### src/common/corePkg.sv
/* Shared widths, opcode encodings and pipeline stage records for the core.
   Every core module imports this package in its header. */
`default_nettype none

package corePkg;

   localparam int dataWidth = 64; // register and bus word
   localparam int regCount = 16;
   localparam int regIdxWidth = 4;

   localparam int lineBytes = 64; // one bus request
   localparam int beatBytes = 8; // one response beat
   localparam int bufferBytes = 128; // circular decode buffer
   localparam int offsetWidth = 7; // index into the decode buffer

   localparam int maxInstrLen = 6; // longest instruction, bytes needed before decode
   localparam int immWidth = 32;
   localparam int lenWidth = $clog2(maxInstrLen + 1); // holds 0 to maxInstrLen

   // opcode byte values, x86 flavoured
   typedef enum logic [7:0] {
      opNop = 8'h90,
      opAdd = 8'h01, // dest += src
      opSub = 8'h29, // dest -= src
      opMovImm = 8'hB8, // dest = imm
      opAddImm = 8'h81 // dest += imm
   } opcodeT;

   typedef enum logic [1:0] {
      fetchIdle,
      fetchWaiting, // request accepted, no beat yet
      fetchActive // beats arriving
   } fetchStateT;

   // decode latch contents
   typedef struct packed {
      logic valid;
      opcodeT opcode;
      logic [regIdxWidth-1:0] destReg;
      logic [regIdxWidth-1:0] srcReg;
      logic useSrc; // reads srcReg
      logic useDest; // writes destReg
      logic [immWidth-1:0] imm;
   } decodedInstT;

   // read stage to execute
   typedef struct packed {
      logic valid;
      opcodeT opcode;
      logic [regIdxWidth-1:0] destReg;
      logic [dataWidth-1:0] destVal; // current value of destReg
      logic [dataWidth-1:0] operand; // source value or immediate
   } operandT;

   // retired result, one cycle pulse
   typedef struct packed {
      logic valid;
      logic [regIdxWidth-1:0] regIdx;
      logic [dataWidth-1:0] data;
   } writebackT;

endpackage

`default_nettype wire

### src/source/scoreboard.sv
/* Register in-use tracking. Holds the decode latch on a hazard and issues it
   to the read stage once its registers are free. */
`timescale 1ns/1ps
`default_nettype none

module scoreboard import corePkg::*; (
   input logic bus,
   input logic rst,
   input decodedInstT decoded,
   input writebackT wb,
   output logic stall,
   output logic issue
);

   logic [regCount-1:0] inUse; // one bit per register with a result in flight
   logic hazard;

   // a register cleared this cycle still blocks, so dependents wait one more cycle
   assign hazard = (decoded.useSrc && inUse[decoded.srcReg])
                || (decoded.useDest && inUse[decoded.destReg]);

   assign stall = decoded.valid && hazard;
   assign issue = decoded.valid && !hazard;

   always_ff @(posedge bus) begin
      if (rst) begin
         inUse <= '0;
      end else begin
         if (wb.valid) inUse[wb.regIdx] <= 1'b0;
         // never the same register as wb, issue needs it free
         if (issue && decoded.useDest) inUse[decoded.destReg] <= 1'b1;
      end
   end

endmodule

`default_nettype wire

### config.mk
export PLATFORM = sky130hd
export DESIGN_NAME = scoreboard
export DESIGN_NICKNAME = d
export VERILOG_FILES = /design/src/common/corePkg.sv /design/src/source/scoreboard.sv
export SDC_FILE = /design/constraint.sdc
export NUM_CORES = 1
export LEC_CHECK = 0
export ABC_AREA = 1
export BUFFER_PORTS_ARGS = -buffer_cell sky130_fd_sc_hd__clkbuf_2
export CAP_MARGIN = 20
export CORE_ASPECT_RATIO = 1.5
export CORE_MARGIN = 2
export CORE_UTILIZATION = 25
export DETAILED_ROUTE_END_ITERATION = 6
export MAX_ROUTING_LAYER = met4
export SLEW_MARGIN = 20
export SYNTH_ARGS = -nofsm -noshare
export SYNTH_HDL_FRONTEND = slang
export SYNTH_SLANG_ARGS = --single-unit
### constraint.sdc
create_clock -name bus -period 1.77 [get_ports bus]
set_clock_uncertainty 0.15 [all_clocks]
set_input_delay 0.2655 -clock bus [delete_from_list [all_inputs] [get_ports bus]]
set_output_delay 0.2655 -clock bus [all_outputs]
set_load 0.03 [all_outputs]
==> flow_summary.yaml <==
yosys:
  synth.distinct_cells: 22
  ys_warn_count: 0
  synth_area_leader_cell: "dfxtp_1"
  synth_cells: 229
  synth-seq-cells: 16
  synth.top_cell.area_share: 0.254
  yosysMostFrequentCell: "nand2_1"
  ys_top_cells_by_area: "dfxtp_1, nand2_1, nor2_1"
  seq_area_frac_synth: 0.254
  synthArstFlopShare: 0
  ys_top_cells_by_count: "nand2_1, nor2_1, inv_1"
  synth_edf_count: 0
  syn_nets: 351
  netlist_area_sq_um: 1260
  synth_ff_type: "dfxtp_1"
  avgSynthCellArea_sq_um: 5.51
layout:
  multi_input_area_sq_um: 833
  nFillCells: 545
  max_flop_register: "inUse"
  largest_reg_flops: 16
  nets: 387
  regArea_sq_um: 325
  drive_gt1_frac: 0.312
  largest_registers: "inUse x16"
  diodes: 0
  fin_cells: 329
  syn_to_final_growth_pct: 34.7
  finalCoreUtilization: 0.351
grt:
  grt_util_met1: 0.149
  grt_util_met3: 0.0142
  grt_max_degree: 18
  antenna_found_initial: 0
  track_usage: 0.138
  grt_pass1_wl_mm: 5.91
  grt_busiest_layer: "met2"
  grt_pass1_vias: 1412
  grt_remaining_overflow: 0
  grt_use_met2: 0.235
routing:
  dr.first_iter.drc_count: 33
  drc: 0
  drt_pass1_iterations: 4
  detail-route-antenna-nets: 0
  wirelength_mm: 3.49
  viasPerCell: 4.31
  wl_per_cell_microns: 10.6
  via_count: 1417
floorplan:
  core-area_sq_um: 4850
  io_pins: 124
  die_h_microns: 91.0
  start_util: 0.260
  fp.dieW_microns: 62.0
  die_area_sq_um: 5650
  row_count: 31
clock_network:
  cts_buffers: 3
  cts_tree: "yes"
  clk_pin_slew_worst_paths_ps: 60
  insertion_delay_ps: 250
  htree_levels: 1
  cts_buffer_depth: 2
  clockRootBuffer: "clkbuf_8"
  clkSinkCount: 16
timing:
  worstMarginPinSlew_ps: 376
  fin_crit_sh: 1.07
  fmax_mhz: 527
  setup_viol: 3
  hold_viol: 0
  maxSlewViolCount: 0
  slew_headroom: 0.748
  whs_ps: 267
  period_needed_ps: 1900
  fin_ws_ps: -128
  grt_setup_unrepaired: "true"
pwr:
  pwr-share-comb: 0.250
  powerDensity_nw_per_um2: 493
  p_seq_frac: 0.437
  netSwitchingPower_uw: 240
  p_int_uw: 598
  clockPowerShare: 0.313
  p_sw_frac: 0.287
  p_leak_nw: 0.802
  ir_worst_vdd_mv: 0.175
run_status:
  violations: "negative setup slack"
  status: "finished with violations"
critical_path:
  critPathMaxFanout: 3
  critPathCaptureType: "output port"
  slowest_stage: "dfxtp_1"
  slowest_delay_ps: 300
  path_depth: 10
  crit_family: "simple AND/OR/NAND/NOR gates"
  worst-path-buf-inv: 2
  critPathArrivalTime_ps: 1480
  cp_cell_sequence: "inv_2 -> o21ai_1 -> nand2_1 -> nand2_1 -> nand2_1 -> nand2_2 -> o21ai_4 -> nand2_2 -> nor2_2 -> clkbuf_8"
  setup.worst_path.class: "flip-flop to output port"
  critPathRequiredTime_ps: 1350
  reg2reg_depth: 14
  start_kind: "flip-flop"
  crit_top_cell: "nand2_1"
placement:
  io_buffers: 19
  gp_congestion: 0.878
  pre_cts_ws_ps: -223
  hpwl_mm: 2.84
  dp_cells: 322
worst_hold_path:
  hold_depth: 2
  hold_path_class: "input pin to flip-flop"
job:
  max-cap-violations: 0
## layout by cell type, fill, tap and decap left out, drive strengths merged
cell type  instances
nand3b             1
nor2              61
a21oi             16
clkbuf            23
nand4              1
o21ai              9
nor3               2
nand3             10
inv               32
dfxtp             16
nand2             74
buf               18
## path summary, 6_finish.rpt
path                            slack, ps         to       from
worst max-delay path                 -130      issue  inUse[10]
worst min register to register        410   inUse[0]   inUse[0]
worst min-delay path                  270   inUse[5]        rst
worst max register to register        -10  inUse[10]   inUse[4]
## metal layers
layer | wire (microns) | up-vias
li1 | - | 758
met1 | 1440 | 612
met2 | 1790 | 34
met3 | 111 | 13
met4 | 149 | 0
met5 | 0 | -
## what timing repair did
| action | in CTS | in global routing |
|---|---|---|
| cloned | 0 | 1 |
| endpoints found under the setup margin | 2 | 18 |
| endpoints found under the hold margin | 0 | 0 |
| pin swaps | 12 | 4 |
| setup buffers | 3 | 0 |
| hold buffers | 0 | 0 |
| resized for setup | 25 | 8 |
## layout make-up
cell class | count | area share
Timing Repair Buffer | 38 | 0.174
Tap cell | 66 | 0.0486
Clock buffer | 3 | 0.0243
Multi-Input combinational cell | 174 | 0.490
Sequential cell | 16 | 0.191
Inverter | 32 | 0.0721
## cells by family (layout without fill, tap and decap cells)
family | count (synthesis) | count (layout) | synth area share
AO/OA/AOI/OAI | 25 | 25 | 0.102
buffers and inverters | 39 | 73 | 0.137
flip-flops | 16 | 16 | 0.254
AND/OR/NAND/NOR | 149 | 149 | 0.507
## power groups by stage
stage	Clock, mW	Combinational [mW]	Sequential [mW]
after floorplan	0	0.114	0.374
after global placement	0	0.178	0.374
after detailed placement	0	0.180	0.374
after CTS	0.269	0.197	0.367
after global routing	0.290	0.232	0.367
final	0.263	0.209	0.367
## per-stage QoR
step                      total power, mW  setup TNS [ps]  instance area (sq um)
after floorplan                     0.488               0                   1270
after global placement              0.552           -1990                   1520
after detailed placement            0.554           -2180                   1520
after CTS                           0.833            -261                   1650
after global routing                0.889           -2360                   1700
final                               0.838            -262                   1700
No activity file was read; power rests on OpenSTA's default activity.
