### src/common/corePkg.sv
/* Shared widths, opcode encodings and pipeline stage records for the core.
   Every core module imports this package in its header. */
`default_nettype none

package corePkg;

   localparam int dataWidth = 64; // register and bus word
   localparam int regCount = 16;
   localparam int regIdxWidth = 4;

   localparam int lineBytes = 64; // one bus request
   localparam int beatBytes = 8; // one response beat
   localparam int bufferBytes = 128; // circular decode buffer
   localparam int offsetWidth = 7; // index into the decode buffer

   localparam int maxInstrLen = 6; // longest instruction, bytes needed before decode
   localparam int immWidth = 32;
   localparam int lenWidth = $clog2(maxInstrLen + 1); // holds 0 to maxInstrLen

   // opcode byte values, x86 flavoured
   typedef enum logic [7:0] {
      opNop = 8'h90,
      opAdd = 8'h01, // dest += src
      opSub = 8'h29, // dest -= src
      opMovImm = 8'hB8, // dest = imm
      opAddImm = 8'h81 // dest += imm
   } opcodeT;

   typedef enum logic [1:0] {
      fetchIdle,
      fetchWaiting, // request accepted, no beat yet
      fetchActive // beats arriving
   } fetchStateT;

   // decode latch contents
   typedef struct packed {
      logic valid;
      opcodeT opcode;
      logic [regIdxWidth-1:0] destReg;
      logic [regIdxWidth-1:0] srcReg;
      logic useSrc; // reads srcReg
      logic useDest; // writes destReg
      logic [immWidth-1:0] imm;
   } decodedInstT;

   // read stage to execute
   typedef struct packed {
      logic valid;
      opcodeT opcode;
      logic [regIdxWidth-1:0] destReg;
      logic [dataWidth-1:0] destVal; // current value of destReg
      logic [dataWidth-1:0] operand; // source value or immediate
   } operandT;

   // retired result, one cycle pulse
   typedef struct packed {
      logic valid;
      logic [regIdxWidth-1:0] regIdx;
      logic [dataWidth-1:0] data;
   } writebackT;

endpackage

`default_nettype wire

### src/source/regRead.sv
/* Register file with its write-back port, plus the operand latch that feeds
   execute with the destination value and the second operand. */
`timescale 1ns/1ps
`default_nettype none

module regRead import corePkg::*; (
   input logic bus,
   input logic rst,
   input decodedInstT decoded,
   input logic issue,
   input writebackT wb,
   output operandT operand
);

   logic [dataWidth-1:0] regFile [regCount];
   logic [dataWidth-1:0] secondVal;

   // register source for add and sub, immediate otherwise
   assign secondVal = decoded.useSrc ? regFile[decoded.srcReg]
                                     : dataWidth'(decoded.imm);

   always_ff @(posedge bus) begin
      if (rst) begin
         for (int i = 0; i < regCount; i++) begin
            regFile[i] <= '0;
         end
      end else if (wb.valid) begin
         regFile[wb.regIdx] <= wb.data;
      end
   end

   always_ff @(posedge bus) begin
      if (rst) begin
         operand.valid <= 1'b0;
      end else begin
         operand.valid <= issue;
         if (issue) begin
            operand.opcode <= decoded.opcode;
            operand.destReg <= decoded.destReg;
            operand.destVal <= regFile[decoded.destReg];
            operand.operand <= secondVal;
         end
      end
   end

endmodule

`default_nettype wire

### config.mk
export PLATFORM = sky130hd
export DESIGN_NAME = regRead
export DESIGN_NICKNAME = d
export VERILOG_FILES = /design/src/common/corePkg.sv /design/src/source/regRead.sv
export SDC_FILE = /design/constraint.sdc
export NUM_CORES = 2
export LEC_CHECK = 0
export BUFFER_PORTS_ARGS = -buffer_cell sky130_fd_sc_hd__buf_2
export CAP_MARGIN = 20
export CELL_PAD_IN_SITES_DETAIL_PLACEMENT = 0
export CELL_PAD_IN_SITES_GLOBAL_PLACEMENT = 1
export CORE_UTILIZATION = 53
export CTS_CLUSTER_SIZE = 14
export DETAILED_ROUTE_END_ITERATION = 8
export PLACE_DENSITY_LB_ADDON = 0.08
export RECOVER_POWER = 100
export SYNTH_ARGS = -nofsm -noshare
export SYNTH_HDL_FRONTEND = slang
export SYNTH_SLANG_ARGS = --single-unit
### constraint.sdc
create_clock -name bus -period 9.6 [get_ports bus]
set_input_delay 1.44 -clock bus [delete_from_list [all_inputs] [get_ports bus]]
set_output_delay 1.44 -clock bus [all_outputs]
set_load 0.01 [all_outputs]
==> impl_metrics.toml <==
[outcome]
status = "complete, but fails checks"
failed_checks = "capacitance limit, slew limit"

[worst_hold_path]
min_path_type = "reg2reg"

[timing]
fin_crit_ns = 7.10
fin_setup_tns_ns = 0
period_share = 0.740
rsz0062_at_grt = "false"
fin_skew_ns = 0.0171
hold_viol_final = 0
setup_violations = 0
slew_violations = 1592
tightest_slew_ns = 5.48
fmax_mhz = 141
relSlewSlack = -2.65

[final_layout]
multiInputGateArea_um2 = 21700
syn_to_final_growth_pct = 9.68
fillers = 8252
final-instance-count-excl-fill = 5131
drive_gt1_frac = 0.245
final_common_cell = "edfxtp_1"
seq_area_um2 = 35000
num-nets-final = 3733
final_cell_mix = "1164 x edfxtp_1, 528 x mux4_2, 517 x and2_0"

[grt]
grt_pass1_wl_um = 256000
grt_pass1_vias = 35600
grt_max_degree = 150
overflow = 0
met3_usage = 0.0614
top_usage_layer = "met2"
antenna_found_initial = 21
grt_util_all_layers = 0.327
met1_usage = 0.427
use_met2 = 0.548

[setup_path]
r2r-start = "regFile[1][17]$_SDFFCE_PN0P_"
rr_worst_depth = 4
path_class = "in2reg"
endpoint_kind = "flop"
critical_path.startpoint_type = "input port"
rrSetupSlack_ns = 7.83
r2r-end = "operand[17]$_DFFE_PP_"
cp_cell_sequence = "clkbuf_1 -> nor3b_1 -> nand2_1 -> nor2_1 -> clkbuf_1 -> and2_1"
arrival_ns = 7.66
crit_fanout = 40
crit_start = "rst"
cpMostUsedCell = "clkbuf_1"
slowest_delay_ns = 2.58
cp_slowest_cell = "clkbuf_1"
crit_path_end = "regFile[13][36]$_SDFFCE_PN0P_"
required_ns = 10.15

[power_and_ir_drop]
p_leak_uw = 0.0210
peakVddDrop_mv = 0.155
p_per_area_nw_per_um2 = 186

[routing]
dr.pass1.iters = 7
remaining_drc_errors = 0
viasPerCell = 6.70
ant_nets = 0
routed_wl_um = 180000
num_vias = 34400
avgRoutedWirePerCell_um = 35.1
drtIter0Drc = 4139

[placement]
dp.cells = 4901
hpwl_um = 95400
place_congestion = 0.803
numPortBuffers = 261

[clocking]
clkTransAtPathRegs_ns = 0.06
clockBufferDepth = 3
worst_skew_pair.late_latency_ns = 0.71
cts_tree = "yes"
cts_buffers = 121
post_cts_buffers = 0
post_cts_resized = 0
cts_sinks = 1165
htree_levels = 3
holdBufCountCts = 0
root_buffer = "clkbuf_16"

[synthesis]
ys.flop_type = "edfxtp_1"
synthCells = 3512
synth_edf_count = 1164
ys_types = 31
yosysWarnings = 0
syn-num-nets = 3635
syn-cell-area_um2 = 58200
synth-seq-area-share = 0.601
async_reset_ff_frac = 0
ys_seq_elements = 1165
syn_area_per_cell_um2 = 16.6

[floorplan]
core.rowCount = 121
die_area_um2 = 111000
io-pin-count = 264
design.core.area_um2 = 109000
die_w_um = 333
die_y_um = 333
start_util = 0.535

[flow_run]
maxCapViolations = 46
worst max-delay path, delay by kind of cell:
family | cells | cell delay (ns)
buffers and inverters | 2 | 2.91
AND/OR/NAND/NOR | 4 | 3.23
logic make-up (layout without fill, tap and decap cells):
kind of cell | after synthesis | count (layout) | share of synthesized area
other cells | 0 | 12 | 0
compound gates | 223 | 223 | 0.0236
simple gates | 1108 | 1108 | 0.117
flops | 1165 | 1165 | 0.601
buf+inv | 350 | 543 | 0.0274
mux | 666 | 666 | 0.231
power by group:
| part | switching (uW) | internal (uW) |
|---|---|---|
| Combinational | 656 | 542 |
| Clock | 1980 | 2600 |
| Sequential | 154 | 5920 |
flip-flops by register name, summed over array words and instances (netlist names):
signal	flops
regFile	1024
operand	141
cell usage after synthesis (6+ instances only):
master	number	area share
and2_1	1025	0.11
buf_1	26	0.0017
mux2i_1	81	0.014
nand2b_1	6	0.00065
a21oi_1	55	0.0047
or2_2	17	0.0018
o22ai_1	78	0.0084
buf_4	25	0.0032
buf_6	16	0.0031
nand2_1	33	0.0021
nor2_1	15	0.00097
o21ai_0	53	0.0046
a221o_1	18	0.0031
edfxtp_1	1164	0.60
a22o_1	18	0.0027
clkbuf_1	238	0.015
buf_2	42	0.0036
mux2_2	51	0.0099
mux4_2	528	0.20
worst min-delay path by stage:
stage / start / endpoint / slack [ns] / cells after the start
finish: regFile[4][32]$_SDFFCE_PN0P_ / operand[32]$_SDFFCE_PN0P_ / 0.71 / 2
global route: regFile[5][35]$_SDFFCE_PN0P_ / operand[35]$_SDFFCE_PN0P_ / 0.73 / 2
CTS: regFile[4][33]$_SDFFCE_PN0P_ / operand[33]$_SDFFCE_PN0P_ / 0.71 / 2
detailed placement: regFile[4][33]$_SDFFCE_PN0P_ / operand[33]$_SDFFCE_PN0P_ / 0.69 / 2
global placement: regFile[4][63]$_SDFFCE_PN0P_ / operand[63]$_SDFFCE_PN0P_ / 0.68 / 2
floorplan: regFile[5][42]$_SDFFCE_PN0P_ / operand[42]$_SDFFCE_PN0P_ / 0.66 / 2
layer usage:
layer	routed length, um	up-vias
met4	7230	10
li1	-	13900
met1	67300	18100
met5	60	-
met2	88800	2044
met3	16700	399
area by class of cell:
class                           instances  share of cell area
Multi-Input combinational cell       1997               0.340
Inverter                                2            0.000157
Clock buffer                          154              0.0514
Sequential cell                      1165               0.548
Clock inverter                         64             0.00790
Timing Repair Buffer                  323              0.0246
Tap cell                             1414              0.0277
Antenna cell                           12            0.000470
through the flow:
step	cell area, um^2	utilization	worst slack [ns]	total power (uW)	hold WS [ns]
after floorplan	58200	-	1.19	6910	0.662
after global placement	60400	0.555	4.46	7330	0.682
after detailed placement	60400	0.555	4.35	7370	0.688
after CTS	64200	0.590	5.09	11900	0.705
after global routing	63800	0.586	2.53	12100	0.729
final	63800	0.586	2.50	11900	0.714
Note: power is estimated with default switching activity, not from simulation.
