==> src/common/corePkg.sv <==
/* Shared widths, opcode encodings and pipeline stage records for the core.
   Every core module imports this package in its header. */
`default_nettype none

package corePkg;

   localparam int dataWidth = 64; // register and bus word
   localparam int regCount = 16;
   localparam int regIdxWidth = 4;

   localparam int lineBytes = 64; // one bus request
   localparam int beatBytes = 8; // one response beat
   localparam int bufferBytes = 128; // circular decode buffer
   localparam int offsetWidth = 7; // index into the decode buffer

   localparam int maxInstrLen = 6; // longest instruction, bytes needed before decode
   localparam int immWidth = 32;
   localparam int lenWidth = $clog2(maxInstrLen + 1); // holds 0 to maxInstrLen

   // opcode byte values, x86 flavoured
   typedef enum logic [7:0] {
      opNop = 8'h90,
      opAdd = 8'h01, // dest += src
      opSub = 8'h29, // dest -= src
      opMovImm = 8'hB8, // dest = imm
      opAddImm = 8'h81 // dest += imm
   } opcodeT;

   typedef enum logic [1:0] {
      fetchIdle,
      fetchWaiting, // request accepted, no beat yet
      fetchActive // beats arriving
   } fetchStateT;

   // decode latch contents
   typedef struct packed {
      logic valid;
      opcodeT opcode;
      logic [regIdxWidth-1:0] destReg;
      logic [regIdxWidth-1:0] srcReg;
      logic useSrc; // reads srcReg
      logic useDest; // writes destReg
      logic [immWidth-1:0] imm;
   } decodedInstT;

   // read stage to execute
   typedef struct packed {
      logic valid;
      opcodeT opcode;
      logic [regIdxWidth-1:0] destReg;
      logic [dataWidth-1:0] destVal; // current value of destReg
      logic [dataWidth-1:0] operand; // source value or immediate
   } operandT;

   // retired result, one cycle pulse
   typedef struct packed {
      logic valid;
      logic [regIdxWidth-1:0] regIdx;
      logic [dataWidth-1:0] data;
   } writebackT;

endpackage

`default_nettype wire

==> src/source/aluExecute.sv <==
/* Execute stage. Computes the result for the latched operands and registers it
   as the write-back record. */
`timescale 1ns/1ps
`default_nettype none

module aluExecute import corePkg::*; (
   input logic bus,
   input logic rst,
   input operandT operand,
   output writebackT wb
);

   logic [dataWidth-1:0] result;

   always_comb begin
      case (operand.opcode)
         opAdd, opAddImm: result = operand.destVal + operand.operand; // wraps at 64 bits
         opSub: result = operand.destVal - operand.operand;
         opMovImm: result = operand.operand;
         default: result = operand.destVal; // nop leaves it alone
      endcase
   end

   always_ff @(posedge bus) begin
      if (rst) begin
         wb.valid <= 1'b0;
      end else begin
         wb.valid <= operand.valid && (operand.opcode != opNop); // nop writes nothing
         wb.regIdx <= operand.destReg;
         wb.data <= result;
      end
   end

endmodule

`default_nettype wire

==> config.mk <==
export PLATFORM = sky130hd
export DESIGN_NAME = aluExecute
export DESIGN_NICKNAME = d
export VERILOG_FILES = /design/src/common/corePkg.sv /design/src/source/aluExecute.sv
export SDC_FILE = /design/constraint.sdc
export NUM_CORES = 1
export LEC_CHECK = 0
export BUFFER_PORTS_ARGS = -buffer_cell sky130_fd_sc_hd__buf_4
export CAP_MARGIN = 40
export CORE_UTILIZATION = 30
export CTS_CLUSTER_SIZE = 24
export DETAILED_ROUTE_END_ITERATION = 8
export GPL_TIMING_DRIVEN = 0
export PLACE_DENSITY = 0.59
export SYNTH_ARGS = -nofsm -noshare
export SYNTH_HDL_FRONTEND = slang
export SYNTH_SLANG_ARGS = --single-unit
==> constraint.sdc <==
create_clock -name bus -period 8.27 [get_ports bus]
set_clock_uncertainty 0.2 [all_clocks]
set_input_delay 0.4135 -clock bus [delete_from_list [all_inputs] [get_ports bus]]
set_output_delay 0.4135 -clock bus [all_outputs]
set_load 0.01 [all_outputs]
==> impl_metrics.tcl, run 1 <==
set metrics [dict create \
    finalSetupTns_ns 0 \
    overflow 0 \
    worstSetupPathType "input pin to flip-flop" \
    required_ns 8.15 \
    antenna_found_initial 1 \
    max-slew-margin-rel_pct 35.5 \
    area_growth_syn_to_layout_pct 28.9 \
    peakVddDrop_uv 70.1 \
    vias 8602 \
    syn-num-nets 1193 \
    synthDistinctLibCells 75 \
    hold_viol 0 \
    clk_pin_slew_ns 0.06 \
    avgViaCountPerCell 5.54 \
    syn_inst 985 \
    wl_per_cell_um 19.0 \
    io_pins 212 \
    die_height_um 166 \
    drive_gt1_share_pct 20.6 \
    post-cts-setup-buffers 0 \
    die_w_um 166 \
    largest_register_ffs 69 \
    yosys_warnings 0 \
    synthTopCellsByArea "edfxtp_1 (25%), ha_1 (9.9%), xnor2_1 (7.1%), o21ai_0 (6.9%), a21oi_1 (6.1%)" \
    max_freq_mhz 158 \
    grt_max_degree 36 \
    synth_area_per_cell_um2 8.19 \
    endpoint_kind "flip-flop" \
    grt_usage_pct 21.0 \
    synth-edff-count 68 \
    synth.most_common_cell "o21ai_0" \
    drt_first_iter_violations 656 \
    startpoint "operand[12]" \
    grt_pass1_wl_um 45400 \
    tightest_slew_ns 0.958 \
    core_area_mm2 0.0262 \
    drt-total-wl_um 29500 \
    min-delay-start "operand[131]" \
    finalCritPeriodShare_pct 76.6 \
    rsz0062_at_grt "no" \
    ys.flop_type "edfxtp_1" \
    clock_path_buffers 2 \
    dp_cells 1537 \
    htreeDepth 3 \
    finalNonFillerCells 1553 \
    dp_hpwl_um 23800 \
    path_max_fanout 8 \
    dieArea_mm2 0.0276 \
    finalSetupViolCount 0 \
    nFillCells 2769 \
    seq_area_frac_synth_pct 25.6 \
    netlist.area_leader.share_pct 25.3 \
    reg.largest.list "wb x69" \
    post_cts_resized 0 \
    drc 13 \
    layout.nets 1421 \
    regMostFlops "wb" \
    grt_pass1_vias 8207 \
    cp-start-kind "input pin" \
    slew_violations 0 \
    postRouteAntennaNets 0 \
    port_buffers 210 \
    clock_sinks 69 \
    maxCapViolations 0 \
    hold_buffers 0 \
    synthArstFlopShare_pct 0 \
    powerDensity_mw_per_mm2 126 \
    violations "design-rule violations" \
    run_status "complete, but fails checks" \
    setup_ws_ns 1.94 \
    yosysTopAreaCell "edfxtp_1" \
    cts_tree "done" \
    initial_utilization_pct 30.8 \
    leakagePower_nw 4.40 \
    rows 59 \
    layout_min_cycle_time_ns 6.33 \
    drt-pass1-iter-count 8 \
    synth-seq-cells 69 \
    dp_slack_ns 1.69 \
    multiInputGateArea_mm2 0.00577 \
    whs_ns 0.0440 \
    cts_buffers 9 \
    crit_end "wb[63]$_DFFE_PN_" \
    syn_area_mm2 0.00807 \
    synth_commonest_cells "o21ai_0 (112), a21oi_1 (98), nor2_1 (79)" \
    cts_root_buf "clkbuf_16" \
    hold_path_class "input pin to flip-flop" \
    critPathArrivalTime_ns 6.22 \
    regArea_mm2 0.00206 \
    place_congestion 0.903 \
]
[final cells by class]
class                           instances  area share (%)
Clock buffer                           12            2.27
Clock inverter                          3           0.132
Multi-Input combinational cell        852            55.5
Timing Repair Buffer                  217            15.9
Tap cell                              335            4.03
Sequential cell                        69            19.8
Buffer                                 42            1.52
Antenna cell                            1          0.0241
Inverter                               22           0.818
[logic make-up (layout without fill, tap and decap cells)]
group | count (synthesis) | after routing | share of synthesized area, %
AND/OR/NAND/NOR | 274 | 274 | 17.3
buffers and inverters | 64 | 296 | 2.98
AO/OA/AOI/OAI | 393 | 393 | 30.9
XOR/XNOR | 119 | 119 | 13.0
flip-flops | 69 | 69 | 25.6
adder cells (fa/ha/maj) | 65 | 65 | 10.2
multiplexers | 1 | 1 | 0.124
other | 0 | 1 | 0
[how the worst min path moves through the flow]
stage | endpoint | slack (ns) | depth (start not counted)
CTS | wb[66]$_DFFE_PN_ | 0.03 | 1
finish | wb[67]$_DFFE_PN_ | 0.04 | 1
detailed placement | wb[66]$_DFFE_PN_ | 0.39 | 1
global route | wb[65]$_DFFE_PN_ | 0.03 | 1
floorplan | wb[64]$_DFFE_PN_ | 0.31 | 0
global placement | wb[67]$_DFFE_PN_ | 0.39 | 1
[metal layers]
layer	vias to the layer above	track usage (%)	wire length, µm
li1	4209	-	-
met1	4080	28.6	14000
met2	279	34.2	13600
met3	34	2.76	1490
met4	0	6.62	495
met5	-	0	0
[layout by cell type, fill, tap and decap left out, drive strengths merged, types with 5 or more instances in the layout]
master,instances
or3,15
nor2b,8
nand4,18
o31a,5
o31ai,16
edfxtp,68
a21boi,5
o21ai,113
a22oi,57
clkbuf,54
nor2,80
nand2,71
xor2,53
inv,22
xnor2,66
buf,215
nor4,7
o41ai,6
a21o,30
nor3,19
a21oi,98
ha,64
nand2b,13
a31oi,11
o21bai,16
nand3,16
or4,5
[per-stage QoR]
step / instance area (µm²) / utilization (%) / power [mW]
3_5_place_dp: 10100 / 38.7 / 0.951
3_3_place_gp: 10100 / 38.4 / 0.947
4_1_cts: 10400 / 39.7 / 1.31
5_1_grt: 10400 / 39.7 / 1.38
6_report: 10400 / 39.7 / 1.31
2_1_floorplan: 8070 / - / 0.746
[worst max-delay path, stage by stage]
cell and delay (ns):
buf_4 0.13, or4_4 0.56, or4b_1 0.54, or2_4 0.28, nor3_4 0.42, nand3_1 0.27, nor4_1 0.33, clkdlybuf4s15_2 0.31
nand4b_1 0.20, o21ai_0 0.26, xor2_1 0.10, ha_1 0.38, nand2_1 0.14, nor2_1 0.25, nand4_1 0.20, o41ai_1 0.34
a31oi_1 0.13, a221oi_1 0.49, xnor2_1 0.17, a31oi_1 0.23, o21ai_2 0.07
[report_power, final]
group,internal (mW),total [mW],switching (mW)
Clock,0.200,0.357,0.157
Combinational,0.233,0.525,0.292
Sequential,0.417,0.426,0.00888
(Power assumes the default switching activity.)
==> inputs of run 2 (changes only) <==
Settings changed: ABC_AREA set to 1.
Clock period 8.27 ns to 5.6 ns, I/O delays scaled along.
==> impl_metrics.tcl, run 2 <==
set metrics [dict create \
    wl_per_cell_um 19.8 \
    synth_compound_area_share_pct 10.5 \
    slew_violations 0 \
    avgViaCountPerCell 4.96 \
    hold_buffers 11 \
    worstHoldPathCells 3 \
    grt_max_degree 37 \
    dp_hpwl_um 48100 \
    core_area_mm2 0.0369 \
    grt_pass1_wl_um 80900 \
    drt-total-wl_um 55700 \
    htreeDepth 3 \
    finalCritPeriodShare_pct 82.6 \
    synth_area_per_cell_um2 5.48 \
    seq_area_frac_synth_pct 18.2 \
    layout.nets 2514 \
    critPathArrivalTime_ns 4.56 \
    powerDensity_mw_per_mm2 163 \
    dieArea_mm2 0.0386 \
    synth.area.mux_share_pct 0 \
    area_growth_syn_to_layout_pct 23.5 \
    synth_top_family_by_area "simple AND/OR/NAND/NOR gates" \
    cts_root_buf "clkbuf_16" \
    die_w_um 196 \
    crit_chain "dlygate4sd3_1, buf_4, inv_1, nand2_1, nor3_2, nand2_2, buf_2, clkbuf_1, nand2_1, o21ai_0, ha_1, a21oi_1, nand2_1, inv_1, nor2_1, nor2_1, nand2_1, a21oi_1, nand3b_1, nand3_1, nand2_1" \
    dp_slack_ns 1.22 \
    clk_pin_slew_ns 0.08 \
    vias 13900 \
    endpoint_kind "flip-flop" \
    rows 70 \
    io_pins 212 \
    dp_cells 2788 \
    postRouteAntennaNets 0 \
    drive_gt1_share_pct 12.3 \
    grt_pass1_vias 12900 \
    largest_register_ffs 69 \
    cpMostUsedCell "nand2_1" \
    layout_min_cycle_time_ns 4.63 \
    regMostFlops "wb" \
    maxCapViolations 0 \
    synthDistinctLibCells 44 \
    finalSetupTns_ns 0 \
    final_cell_mix "nand2_1 (808), inv_1 (402), buf_4 (213)" \
    drt-pass1-iter-count 5 \
    max_freq_mhz 216 \
    drc 0 \
    yosysTopAreaCell "nand2_1" \
    max-slew-margin-rel_pct 41.0 \
    synth-seq-cells 69 \
    antenna_found_initial 0 \
    yosys_warnings 0 \
    tightest_slew_ns 0.885 \
    synth.most_common_cell "nand2_1" \
    cp_slowest_stage_delay_ns 0.53 \
    grt_usage_pct 28.9 \
    synth-edff-count 68 \
    die_height_um 196 \
    synth_commonest_cells "nand2_1 (808), inv_1 (403), nor2_1 (195)" \
    initial_utilization_pct 30.8 \
    leakagePower_nw 7.75 \
    overflow 0 \
    synth_xor_area_share_pct 4.55 \
    finalNonFillerCells 2815 \
    run_status "completed" \
    slowest_stage "dlygate4sd3_1" \
    setup_ws_ns 0.973 \
    cts_tree "done" \
    port_buffers 211 \
    synth-simple-area-share_pct 45.0 \
    hold_path_class "input pin to flip-flop" \
    n_antenna_cell 0 \
    netlist.area_leader.share_pct 26.7 \
    clock_path_buffers 2 \
    post_cts_resized 0 \
    finalSetupViolCount 0 \
    syn_inst 2072 \
    cts_buffers 9 \
    worstSetupPathType "input pin to flip-flop" \
    syn-num-nets 2280 \
    peakVddDrop_uv 148 \
    ys.flop_type "edfxtp_1" \
    reg.largest.list "wb x69" \
    yosys.area_share.adder_pct 7.23 \
    drt_first_iter_violations 1388 \
    syn_area_mm2 0.0113 \
    post-cts-setup-buffers 0 \
    hold_viol 0 \
    path_max_fanout 10 \
    place_congestion 1.02 \
    rsz0062_at_grt "no" \
    synthArstFlopShare_pct 0 \
    synthTopCellsByArea "nand2_1 (27%), edfxtp_1 (18%), inv_1 (13%), ha_1 (7.1%), nor2_1 (6.5%)" \
    cp-start-kind "input pin" \
    clock_sinks 69 \
    layout_commonest_cell "nand2_1" \
    required_ns 5.53 \
]
[run 2: cell types whose count changed after synthesis, sizes merged, moves of 21 or more]
| cell | before | now |
|---|---|---|
| a21o | 30 | 0 |
| a22oi | 57 | 0 |
| clkbuf | 42 | 18 |
| inv | 22 | 409 |
| nand2 | 71 | 817 |
| nand3 | 16 | 117 |
| nand3b | 1 | 22 |
| nor2 | 80 | 209 |
| xnor2 | 66 | 2 |
[run 2: through the flow]
stage | hold WS, ns | utilization (%) | cell area (µm²) | power, mW
6_report | 0.0153 | 38.0 | 14000 | 2.28
5_1_grt | 0.0189 | 38.0 | 14000 | 2.40
4_1_cts | 0.000901 | 38.0 | 14000 | 2.28
3_5_place_dp | 0.259 | 36.8 | 13600 | 1.61
3_3_place_gp | 0.259 | 36.8 | 13600 | 1.61
2_1_floorplan | 0.179 | - | 11300 | 1.19
[run 2: worst max-delay path: cells and delay by family]
family | cells | cell delay [ns]
compound gates | 3 | 0.97
fa+ha+maj | 1 | 0.47
buf+inv | 6 | 1.45
simple gates | 11 | 1.37
[run 2: final cells by class]
| cell class | instances | area, µm² |
|---|---|---|
| multi-input cells | 1566 | 7630 |
| clock buffers | 9 | 225 |
| repair buffers | 223 | 1710 |
| fillers | 4254 | 22900 |
| plain buffers | 27 | 118 |
| clock inverters | 7 | 88.8 |
| inverters | 410 | 1540 |
| well taps | 504 | 631 |
| flip-flops and latches | 69 | 2060 |
[run 2: logic make-up (layout without fill, tap and decap cells)]
family | count (synthesis) | count (layout)
buffers and inverters | 437 | 676
xor gates and xnor gates | 59 | 59
DFF | 69 | 69
and+or+nand+nor | 1227 | 1227
AOI/OAI and AO/OA | 215 | 215
adders and majority gates | 65 | 65
[run 2: final timing paths]
kind	startpoint	end	slack, ns
setup / recovery	operand[136]	wb[59]$_DFFE_PN_	0.97
hold / removal	operand[73]	wb[9]$_DFFE_PN_	0.02
[run 2: power breakdown]
| part | switching [mW] | internal, mW |
|---|---|---|
| sequential | 0.0118 | 0.616 |
| combinational | 0.661 | 0.342 |
| clock | 0.259 | 0.387 |
| total | 0.932 | 1.35 |
[run 2: per-layer routing]
layer / up-vias / global-route usage [%] / share of wire, %
met3: 62 / 3.90 / 7.6
met1: 6419 / 41.7 / 48
met4: 0 / 8.51 / 2.4
met2: 552 / 44.4 / 42
li1: 6916 / - / -
met5: - / 0 / 0
