==> src/common/corePkg.sv <==
/* Shared widths, opcode encodings and pipeline stage records for the core.
   Every core module imports this package in its header. */
`default_nettype none

package corePkg;

   localparam int dataWidth = 64; // register and bus word
   localparam int regCount = 16;
   localparam int regIdxWidth = 4;

   localparam int lineBytes = 64; // one bus request
   localparam int beatBytes = 8; // one response beat
   localparam int bufferBytes = 128; // circular decode buffer
   localparam int offsetWidth = 7; // index into the decode buffer

   localparam int maxInstrLen = 6; // longest instruction, bytes needed before decode
   localparam int immWidth = 32;
   localparam int lenWidth = $clog2(maxInstrLen + 1); // holds 0 to maxInstrLen

   // opcode byte values, x86 flavoured
   typedef enum logic [7:0] {
      opNop = 8'h90,
      opAdd = 8'h01, // dest += src
      opSub = 8'h29, // dest -= src
      opMovImm = 8'hB8, // dest = imm
      opAddImm = 8'h81 // dest += imm
   } opcodeT;

   typedef enum logic [1:0] {
      fetchIdle,
      fetchWaiting, // request accepted, no beat yet
      fetchActive // beats arriving
   } fetchStateT;

   // decode latch contents
   typedef struct packed {
      logic valid;
      opcodeT opcode;
      logic [regIdxWidth-1:0] destReg;
      logic [regIdxWidth-1:0] srcReg;
      logic useSrc; // reads srcReg
      logic useDest; // writes destReg
      logic [immWidth-1:0] imm;
   } decodedInstT;

   // read stage to execute
   typedef struct packed {
      logic valid;
      opcodeT opcode;
      logic [regIdxWidth-1:0] destReg;
      logic [dataWidth-1:0] destVal; // current value of destReg
      logic [dataWidth-1:0] operand; // source value or immediate
   } operandT;

   // retired result, one cycle pulse
   typedef struct packed {
      logic valid;
      logic [regIdxWidth-1:0] regIdx;
      logic [dataWidth-1:0] data;
   } writebackT;

endpackage

`default_nettype wire

==> src/fetch/fetchUnit.sv <==
/* Fetches 64-byte lines over the bus into a circular decode buffer and presents
   the next instruction window to the decoder. */
`timescale 1ns/1ps
`default_nettype none

module fetchUnit import corePkg::*; (
   input logic bus,
   input logic rst,
   input logic [dataWidth-1:0] entry,
   output logic reqCyc,
   output logic [dataWidth-1:0] reqAddr,
   input logic reqAck,
   input logic respCyc,
   input logic [dataWidth-1:0] resp,
   input logic [lenWidth-1:0] bytesConsumed,
   output logic [maxInstrLen-1:0][7:0] window,
   output logic windowValid
);

   fetchStateT state;
   logic [dataWidth-1:0] fetchAddr; // address of the next beat
   logic [dataWidth-1:0] lineMask;
   logic [offsetWidth-1:0] fetchOffset, decodeOffset;
   logic [offsetWidth:0] fillCount; // bytes buffered, reaches bufferBytes
   logic [offsetWidth:0] fillAdd, fillSub;
   logic [7:0] buffer [bufferBytes];
   logic beatStore;
   logic lastBeat;
   logic canRequest;

   assign lineMask = ~dataWidth'(lineBytes - 1);
   assign reqAddr = fetchAddr & lineMask;

   // words below the entry word are dropped
   assign beatStore = respCyc && (fetchAddr[dataWidth-1:3] >= entry[dataWidth-1:3]);
   assign lastBeat = respCyc && (&fetchAddr[5:3]); // last word of the line
   assign canRequest = fillCount <= (offsetWidth + 1)'(bufferBytes - lineBytes);

   assign fillAdd = beatStore ? (offsetWidth + 1)'(beatBytes) : '0;
   assign fillSub = (offsetWidth + 1)'(bytesConsumed);

   always_ff @(posedge bus) begin
      if (rst) begin
         state <= fetchIdle;
         reqCyc <= 1'b0;
         fetchAddr <= entry & lineMask;
         fetchOffset <= '0;
         decodeOffset <= '0;
         fillCount <= '0;
      end else begin
         case (state)
            fetchIdle: begin
               if (reqCyc && reqAck) begin
                  reqCyc <= 1'b0;
                  state <= fetchWaiting;
               end else if (!reqCyc && canRequest) begin
                  reqCyc <= 1'b1;
               end
            end
            fetchWaiting: begin
               if (respCyc) state <= fetchActive;
            end
            fetchActive: begin
               if (lastBeat) state <= fetchIdle; // fetchAddr now points at next line
            end
            default: state <= fetchIdle;
         endcase

         if (respCyc) fetchAddr <= fetchAddr + dataWidth'(beatBytes);
         if (beatStore) fetchOffset <= fetchOffset + offsetWidth'(beatBytes);

         decodeOffset <= decodeOffset + offsetWidth'(bytesConsumed);
         fillCount <= fillCount + fillAdd - fillSub;
      end
   end

   // buffer storage, little-endian bytes within the beat
   always_ff @(posedge bus) begin
      if (beatStore) begin
         for (int i = 0; i < beatBytes; i++) begin
            buffer[fetchOffset + offsetWidth'(i)] <= resp[8*i +: 8];
         end
      end
   end

   // window wraps around the end of the buffer
   always_comb begin
      logic [offsetWidth-1:0] rdIdx;
      for (int i = 0; i < maxInstrLen; i++) begin
         rdIdx = decodeOffset + offsetWidth'(i);
         window[i] = buffer[rdIdx];
      end
   end

   assign windowValid = fillCount >= (offsetWidth + 1)'(maxInstrLen);

endmodule

`default_nettype wire

==> config.mk <==
export PLATFORM = sky130hd
export DESIGN_NAME = fetchUnit
export DESIGN_NICKNAME = d
export VERILOG_FILES = /design/src/common/corePkg.sv /design/src/fetch/fetchUnit.sv
export SDC_FILE = /design/constraint.sdc
export NUM_CORES = 2
export LEC_CHECK = 0
export ABC_CLOCK_PERIOD_IN_PS = 12800
export BUFFER_PORTS_ARGS = -buffer_cell sky130_fd_sc_hd__buf_2
export CORE_MARGIN = 2
export CORE_UTILIZATION = 45
export DETAILED_ROUTE_END_ITERATION = 6
export PLACE_DENSITY_LB_ADDON = 0.08
export SLEW_MARGIN = 5
export SYNTH_ARGS = -nofsm -noshare
export SYNTH_HDL_FRONTEND = slang
export SYNTH_SLANG_ARGS = --single-unit
export TNS_END_PERCENT = 20
==> constraint.sdc <==
create_clock -name bus -period 12.8 [get_ports bus]
set_input_delay 3.2 -clock bus [delete_from_list [all_inputs] [get_ports bus]]
set_output_delay 3.2 -clock bus [all_outputs]
set_load 0.05 [all_outputs]
==> run_summary.xml <==
<?xml version="1.0" encoding="UTF-8"?>
<metrics>
  <group name="worst_setup_path">
    <metric name="worst-setup-path-type" unit="">register to output port</metric>
    <metric name="crit_path_top_delay_cell" unit="">sky130_fd_sc_hd__buf_4</metric>
    <metric name="worst_ep_required_time" unit="ps">9600</metric>
    <metric name="cpMostUsedCell" unit="">sky130_fd_sc_hd__buf_4</metric>
    <metric name="reg2reg_setup_slack" unit="ps">8280</metric>
    <metric name="arrival" unit="ps">6950</metric>
    <metric name="slowest_delay" unit="ps">820</metric>
    <metric name="critPathLaunchType" unit="">register</metric>
    <metric name="crit_path_cell_trace" unit="">buf_4 &gt; ha_1 &gt; a21oi_2 &gt; xor2_4 &gt; buf_4 &gt; nand2_1 &gt; buf_4 &gt; a21oi_1 &gt; a2111oi_0 &gt; nor4_1 &gt; buf_2</metric>
    <metric name="cp-end-kind" unit="">output port</metric>
    <metric name="worstPathMaxFanout" unit="">27</metric>
  </group>
  <group name="global_route">
    <metric name="track_usage" unit="%">30.7</metric>
    <metric name="grt_overflow_total" unit="">0</metric>
    <metric name="first_global_vias" unit="">47768</metric>
    <metric name="initial_antenna_violation_count" unit="">10</metric>
    <metric name="wire_length_of_the_first_global_routing_pass" unit="um">367000</metric>
    <metric name="grt_start_max_net_pins" unit="">149</metric>
  </group>
  <group name="timing">
    <metric name="grt_setup_unrepaired" unit="">false</metric>
    <metric name="timing.final.max_slew_violations" unit="">0</metric>
    <metric name="final_setup_violation_count" unit="">0</metric>
    <metric name="final-hold-violation-count" unit="">0</metric>
    <metric name="timing.fmax" unit="GHz">0.0985</metric>
    <metric name="timing.hold.ws" unit="ps">487</metric>
    <metric name="clock_skew" unit="ps">32.8</metric>
    <metric name="final.period_utilization" unit="%">79.3</metric>
    <metric name="worstMarginPinSlew" unit="ps">1320</metric>
    <metric name="period_needed" unit="ps">10150</metric>
    <metric name="setup_total_negative_slack" unit="ps">0</metric>
    <metric name="max-slew-margin-rel" unit="%">9.78</metric>
  </group>
  <group name="yosys">
    <metric name="adder_cell_fraction_of_synth_area" unit="%">1.59</metric>
    <metric name="postSynth.topFlopCell" unit="">sky130_fd_sc_hd__edfxtp_1</metric>
    <metric name="synth_simple_gate_area_share" unit="%">4.83</metric>
    <metric name="synth_async_sr_flop_share" unit="%">0</metric>
    <metric name="warnings_from_yosys" unit="">0</metric>
    <metric name="synthesized_area_fraction_occupied_by_ao_oa_aoi_and_oai_cells" unit="%">2.68</metric>
    <metric name="synth_area_per_cell" unit="um^2">17.0</metric>
    <metric name="synthesis.area" unit="um^2">74900</metric>
    <metric name="post_synth_num_cell_types" unit="">68</metric>
    <metric name="post_synth_xor_area_fraction" unit="%">1.21</metric>
    <metric name="synthCells" unit="">4397</metric>
    <metric name="synth-seq-area-share" unit="%">44.0</metric>
    <metric name="synth_enable_flop_cells" unit="">1082</metric>
    <metric name="combinational_family_with_the_most_area_after_synthesis" unit="">multiplexers</metric>
    <metric name="yosys_register_bits" unit="">1107</metric>
    <metric name="synthMuxAreaShare" unit="%">42.0</metric>
  </group>
  <group name="clocking">
    <metric name="cts.clk_slew.worst_paths" unit="ps">60</metric>
    <metric name="cts.sinks" unit="">1107</metric>
    <metric name="post_cts_buffers" unit="">0</metric>
    <metric name="ctsHoldBuffers" unit="">0</metric>
    <metric name="cts_repair_resizes" unit="">0</metric>
    <metric name="clkLatencyLatePin" unit="ps">800</metric>
    <metric name="ctsHtreeMaxLevel" unit="">4</metric>
    <metric name="clock_path_buffers" unit="">3</metric>
    <metric name="ctsRootBufferMaster" unit="">sky130_fd_sc_hd__clkbuf_16</metric>
    <metric name="cts_made_buffers" unit="">136</metric>
    <metric name="clock_tree_from_tritoncts" unit="">done</metric>
  </group>
  <group name="cells_and_area">
    <metric name="syn2layout_area_growth" unit="%">10.3</metric>
    <metric name="finish.utilization" unit="%">50.0</metric>
    <metric name="highest_count_cells_in_the_layout_ignoring_fill_and_taps" unit="">sky130_fd_sc_hd__mux4_2 (1,363), sky130_fd_sc_hd__edfxtp_1 (1,082), sky130_fd_sc_hd__nand2_1 (360)</metric>
    <metric name="net_count_final" unit="">4668</metric>
    <metric name="final_common_cell" unit="">sky130_fd_sc_hd__mux4_2</metric>
    <metric name="drive_gt1_share" unit="%">44.3</metric>
    <metric name="final_instance_count_without_filler_cells" unit="">6746</metric>
  </group>
  <group name="floorplanning">
    <metric name="floorplan.die.height" unit="um">412</metric>
    <metric name="design.die.area" unit="um^2">170000</metric>
    <metric name="io_pins" unit="">249</metric>
    <metric name="dieWidth" unit="um">412</metric>
    <metric name="placementRows" unit="">149</metric>
    <metric name="initial_utilization" unit="%">45.4</metric>
    <metric name="design.core.area" unit="um^2">165000</metric>
  </group>
  <group name="route">
    <metric name="detail-route-antenna-nets" unit="">0</metric>
    <metric name="detail_route.wirelength" unit="um">260000</metric>
    <metric name="route.vias.total" unit="">49721</metric>
    <metric name="drtPass1Iterations" unit="">6</metric>
    <metric name="drt_first_iter_violations" unit="">6649</metric>
    <metric name="route.detailed.vias_per_inst" unit="">7.37</metric>
    <metric name="post_drt_wl_per_cell" unit="um">38.6</metric>
    <metric name="remaining_routing_drc_violations" unit="">0</metric>
  </group>
  <group name="job">
    <metric name="maxCapViolations" unit="">0</metric>
  </group>
  <group name="pwr">
    <metric name="pwr_density_cell" unit="nW/um^2">160</metric>
    <metric name="power.leakage" unit="nW">25.9</metric>
    <metric name="max-vdd-ir-drop" unit="mV">0.155</metric>
  </group>
  <group name="place">
    <metric name="numPlacedInstances" unit="">6490</metric>
    <metric name="gpl.final_weighted_congestion" unit="">0.854</metric>
    <metric name="hpwl_detailed" unit="um">161000</metric>
    <metric name="portBuffers" unit="">239</metric>
  </group>
  <group name="hold_path">
    <metric name="path_category_of_the_worst_min_delay_check" unit="">register to register</metric>
  </group>
  <group name="run_status">
    <metric name="run_status" unit="">completed</metric>
  </group>
</metrics>
metal layers:
layer | wire, um | share of wire, % | global-route usage (%)
met1 | 99900 | 38 | 43.3
met2 | 119000 | 46 | 46.1
met3 | 30200 | 12 | 8.06
met4 | 10900 | 4.2 | 11.7
met5 | 61 | 0.023 | 0
sequential cells by signal, indices dropped and copies added, names as in the netlist:
register / cells
fillCount: 8
state: 2
reqCyc: 1
fetchAddr: 61
buffer: 1024
fetchOffset: 4
decodeOffset: 7
path summary, 6_finish.rpt:
check / startpoint / to / depth (start not counted)
worst max-delay path: decodeOffset[2]$_SDFF_PP0_ / window[24] / 11
worst min-delay path: state[1]$_SDFFE_PP0P_ / state[0]$_SDFFE_PP0P_ / 1
worst max register to register: fetchAddr[43]$_DFFE_PP_ / fillCount[7]$_SDFF_PP0_ / 19
worst min register to register: state[1]$_SDFFE_PP0P_ / state[0]$_SDFFE_PP0P_ / 1
through the flow:
stage | worst slack [ps] | instance area, um^2 | power (mW)
after CTS | 2760 | 82700 | 13.3
after global routing | 2580 | 82700 | 13.7
after detailed placement | 3610 | 78000 | 9.18
after floorplan | 4450 | 75000 | 7.68
after global placement | 3560 | 78000 | 9.19
final | 2650 | 82700 | 13.2
kinds of logic (layout without fill, tap and decap cells):
kind of cell               Yosys count  after routing
AOI/OAI and AO/OA                  306            306
xor gates and xnor gates            99             99
other                                1              9
and+or+nand+nor                    793            793
adders and majority gates           94             94
DFF                               1107           1107
buffers and inverters              558            710
muxes                             1439           1439
power by group:
part / leakage, nW / switching [mW] / internal [mW] / total (mW)
Sequential: 10.0 / 0.0917 / 4.04 / 4.13
Clock: 2.26 / 1.65 / 2.42 / 4.07
Combinational: 13.6 / 2.94 / 2.10 / 5.04
cells in the mapped netlist (5+ instances only):
library cell | instances | area share (%)
sky130_fd_sc_hd__mux4_2 | 1363 | 41
sky130_fd_sc_hd__edfxtp_1 | 1082 | 43
sky130_fd_sc_hd__nand2_1 | 362 | 1.8
sky130_fd_sc_hd__buf_2 | 194 | 1.3
sky130_fd_sc_hd__nor2_1 | 170 | 0.85
sky130_fd_sc_hd__clkbuf_1 | 132 | 0.66
sky130_fd_sc_hd__inv_1 | 99 | 0.50
sky130_fd_sc_hd__buf_4 | 97 | 0.97
sky130_fd_sc_hd__ha_1 | 92 | 1.5
sky130_fd_sc_hd__nand3_1 | 88 | 0.59
sky130_fd_sc_hd__a21oi_1 | 74 | 0.49
sky130_fd_sc_hd__mux2i_1 | 72 | 0.96
sky130_fd_sc_hd__xnor2_1 | 64 | 0.75
sky130_fd_sc_hd__and3_1 | 43 | 0.36
sky130_fd_sc_hd__o21ai_0 | 41 | 0.27
sky130_fd_sc_hd__xor2_1 | 30 | 0.35
sky130_fd_sc_hd__buf_1 | 27 | 0.14
sky130_fd_sc_hd__o22ai_1 | 27 | 0.23
sky130_fd_sc_hd__dfxtp_1 | 25 | 0.67
sky130_fd_sc_hd__a211oi_1 | 23 | 0.23
sky130_fd_sc_hd__o21ai_1 | 22 | 0.15
sky130_fd_sc_hd__nand4_1 | 17 | 0.14
sky130_fd_sc_hd__nor3_1 | 17 | 0.11
sky130_fd_sc_hd__a22oi_1 | 16 | 0.16
sky130_fd_sc_hd__a32oi_1 | 16 | 0.19
sky130_fd_sc_hd__a311oi_1 | 14 | 0.16
sky130_fd_sc_hd__and2_1 | 14 | 0.12
sky130_fd_sc_hd__nor2b_1 | 14 | 0.12
sky130_fd_sc_hd__nor4_1 | 14 | 0.12
sky130_fd_sc_hd__nor3_2 | 11 | 0.15
sky130_fd_sc_hd__o31ai_1 | 11 | 0.11
sky130_fd_sc_hd__a21o_1 | 8 | 0.080
sky130_fd_sc_hd__a32o_1 | 8 | 0.11
sky130_fd_sc_hd__and4_1 | 8 | 0.094
sky130_fd_sc_hd__buf_6 | 8 | 0.12
sky130_fd_sc_hd__o21a_1 | 8 | 0.080
sky130_fd_sc_hd__or3_1 | 8 | 0.067
sky130_fd_sc_hd__a31oi_1 | 7 | 0.058
sky130_fd_sc_hd__o221ai_1 | 7 | 0.082
sky130_fd_sc_hd__or4_1 | 7 | 0.070
sky130_fd_sc_hd__nand2b_1 | 5 | 0.042
critical path, delay by kind of cell (launching register included):
kind | cells | cell delay (ps)
compound gates | 3 | 460
xor+xnor | 1 | 630
fa+ha+maj | 1 | 520
buf+inv | 4 | 2400
flops | 1 | 730
simple gates | 2 | 1330
layout make-up:
type	instances	area (um^2)
sequential	1107	33000
antenna	3	7.51
clock inverter	91	1100
fill	13697	82500
tap	2189	2740
multi-input combinational	2737	39600
clock buffer	162	3580
inverter	100	378
timing repair buffer	357	2200
Power figures use the tool's default switching activity.
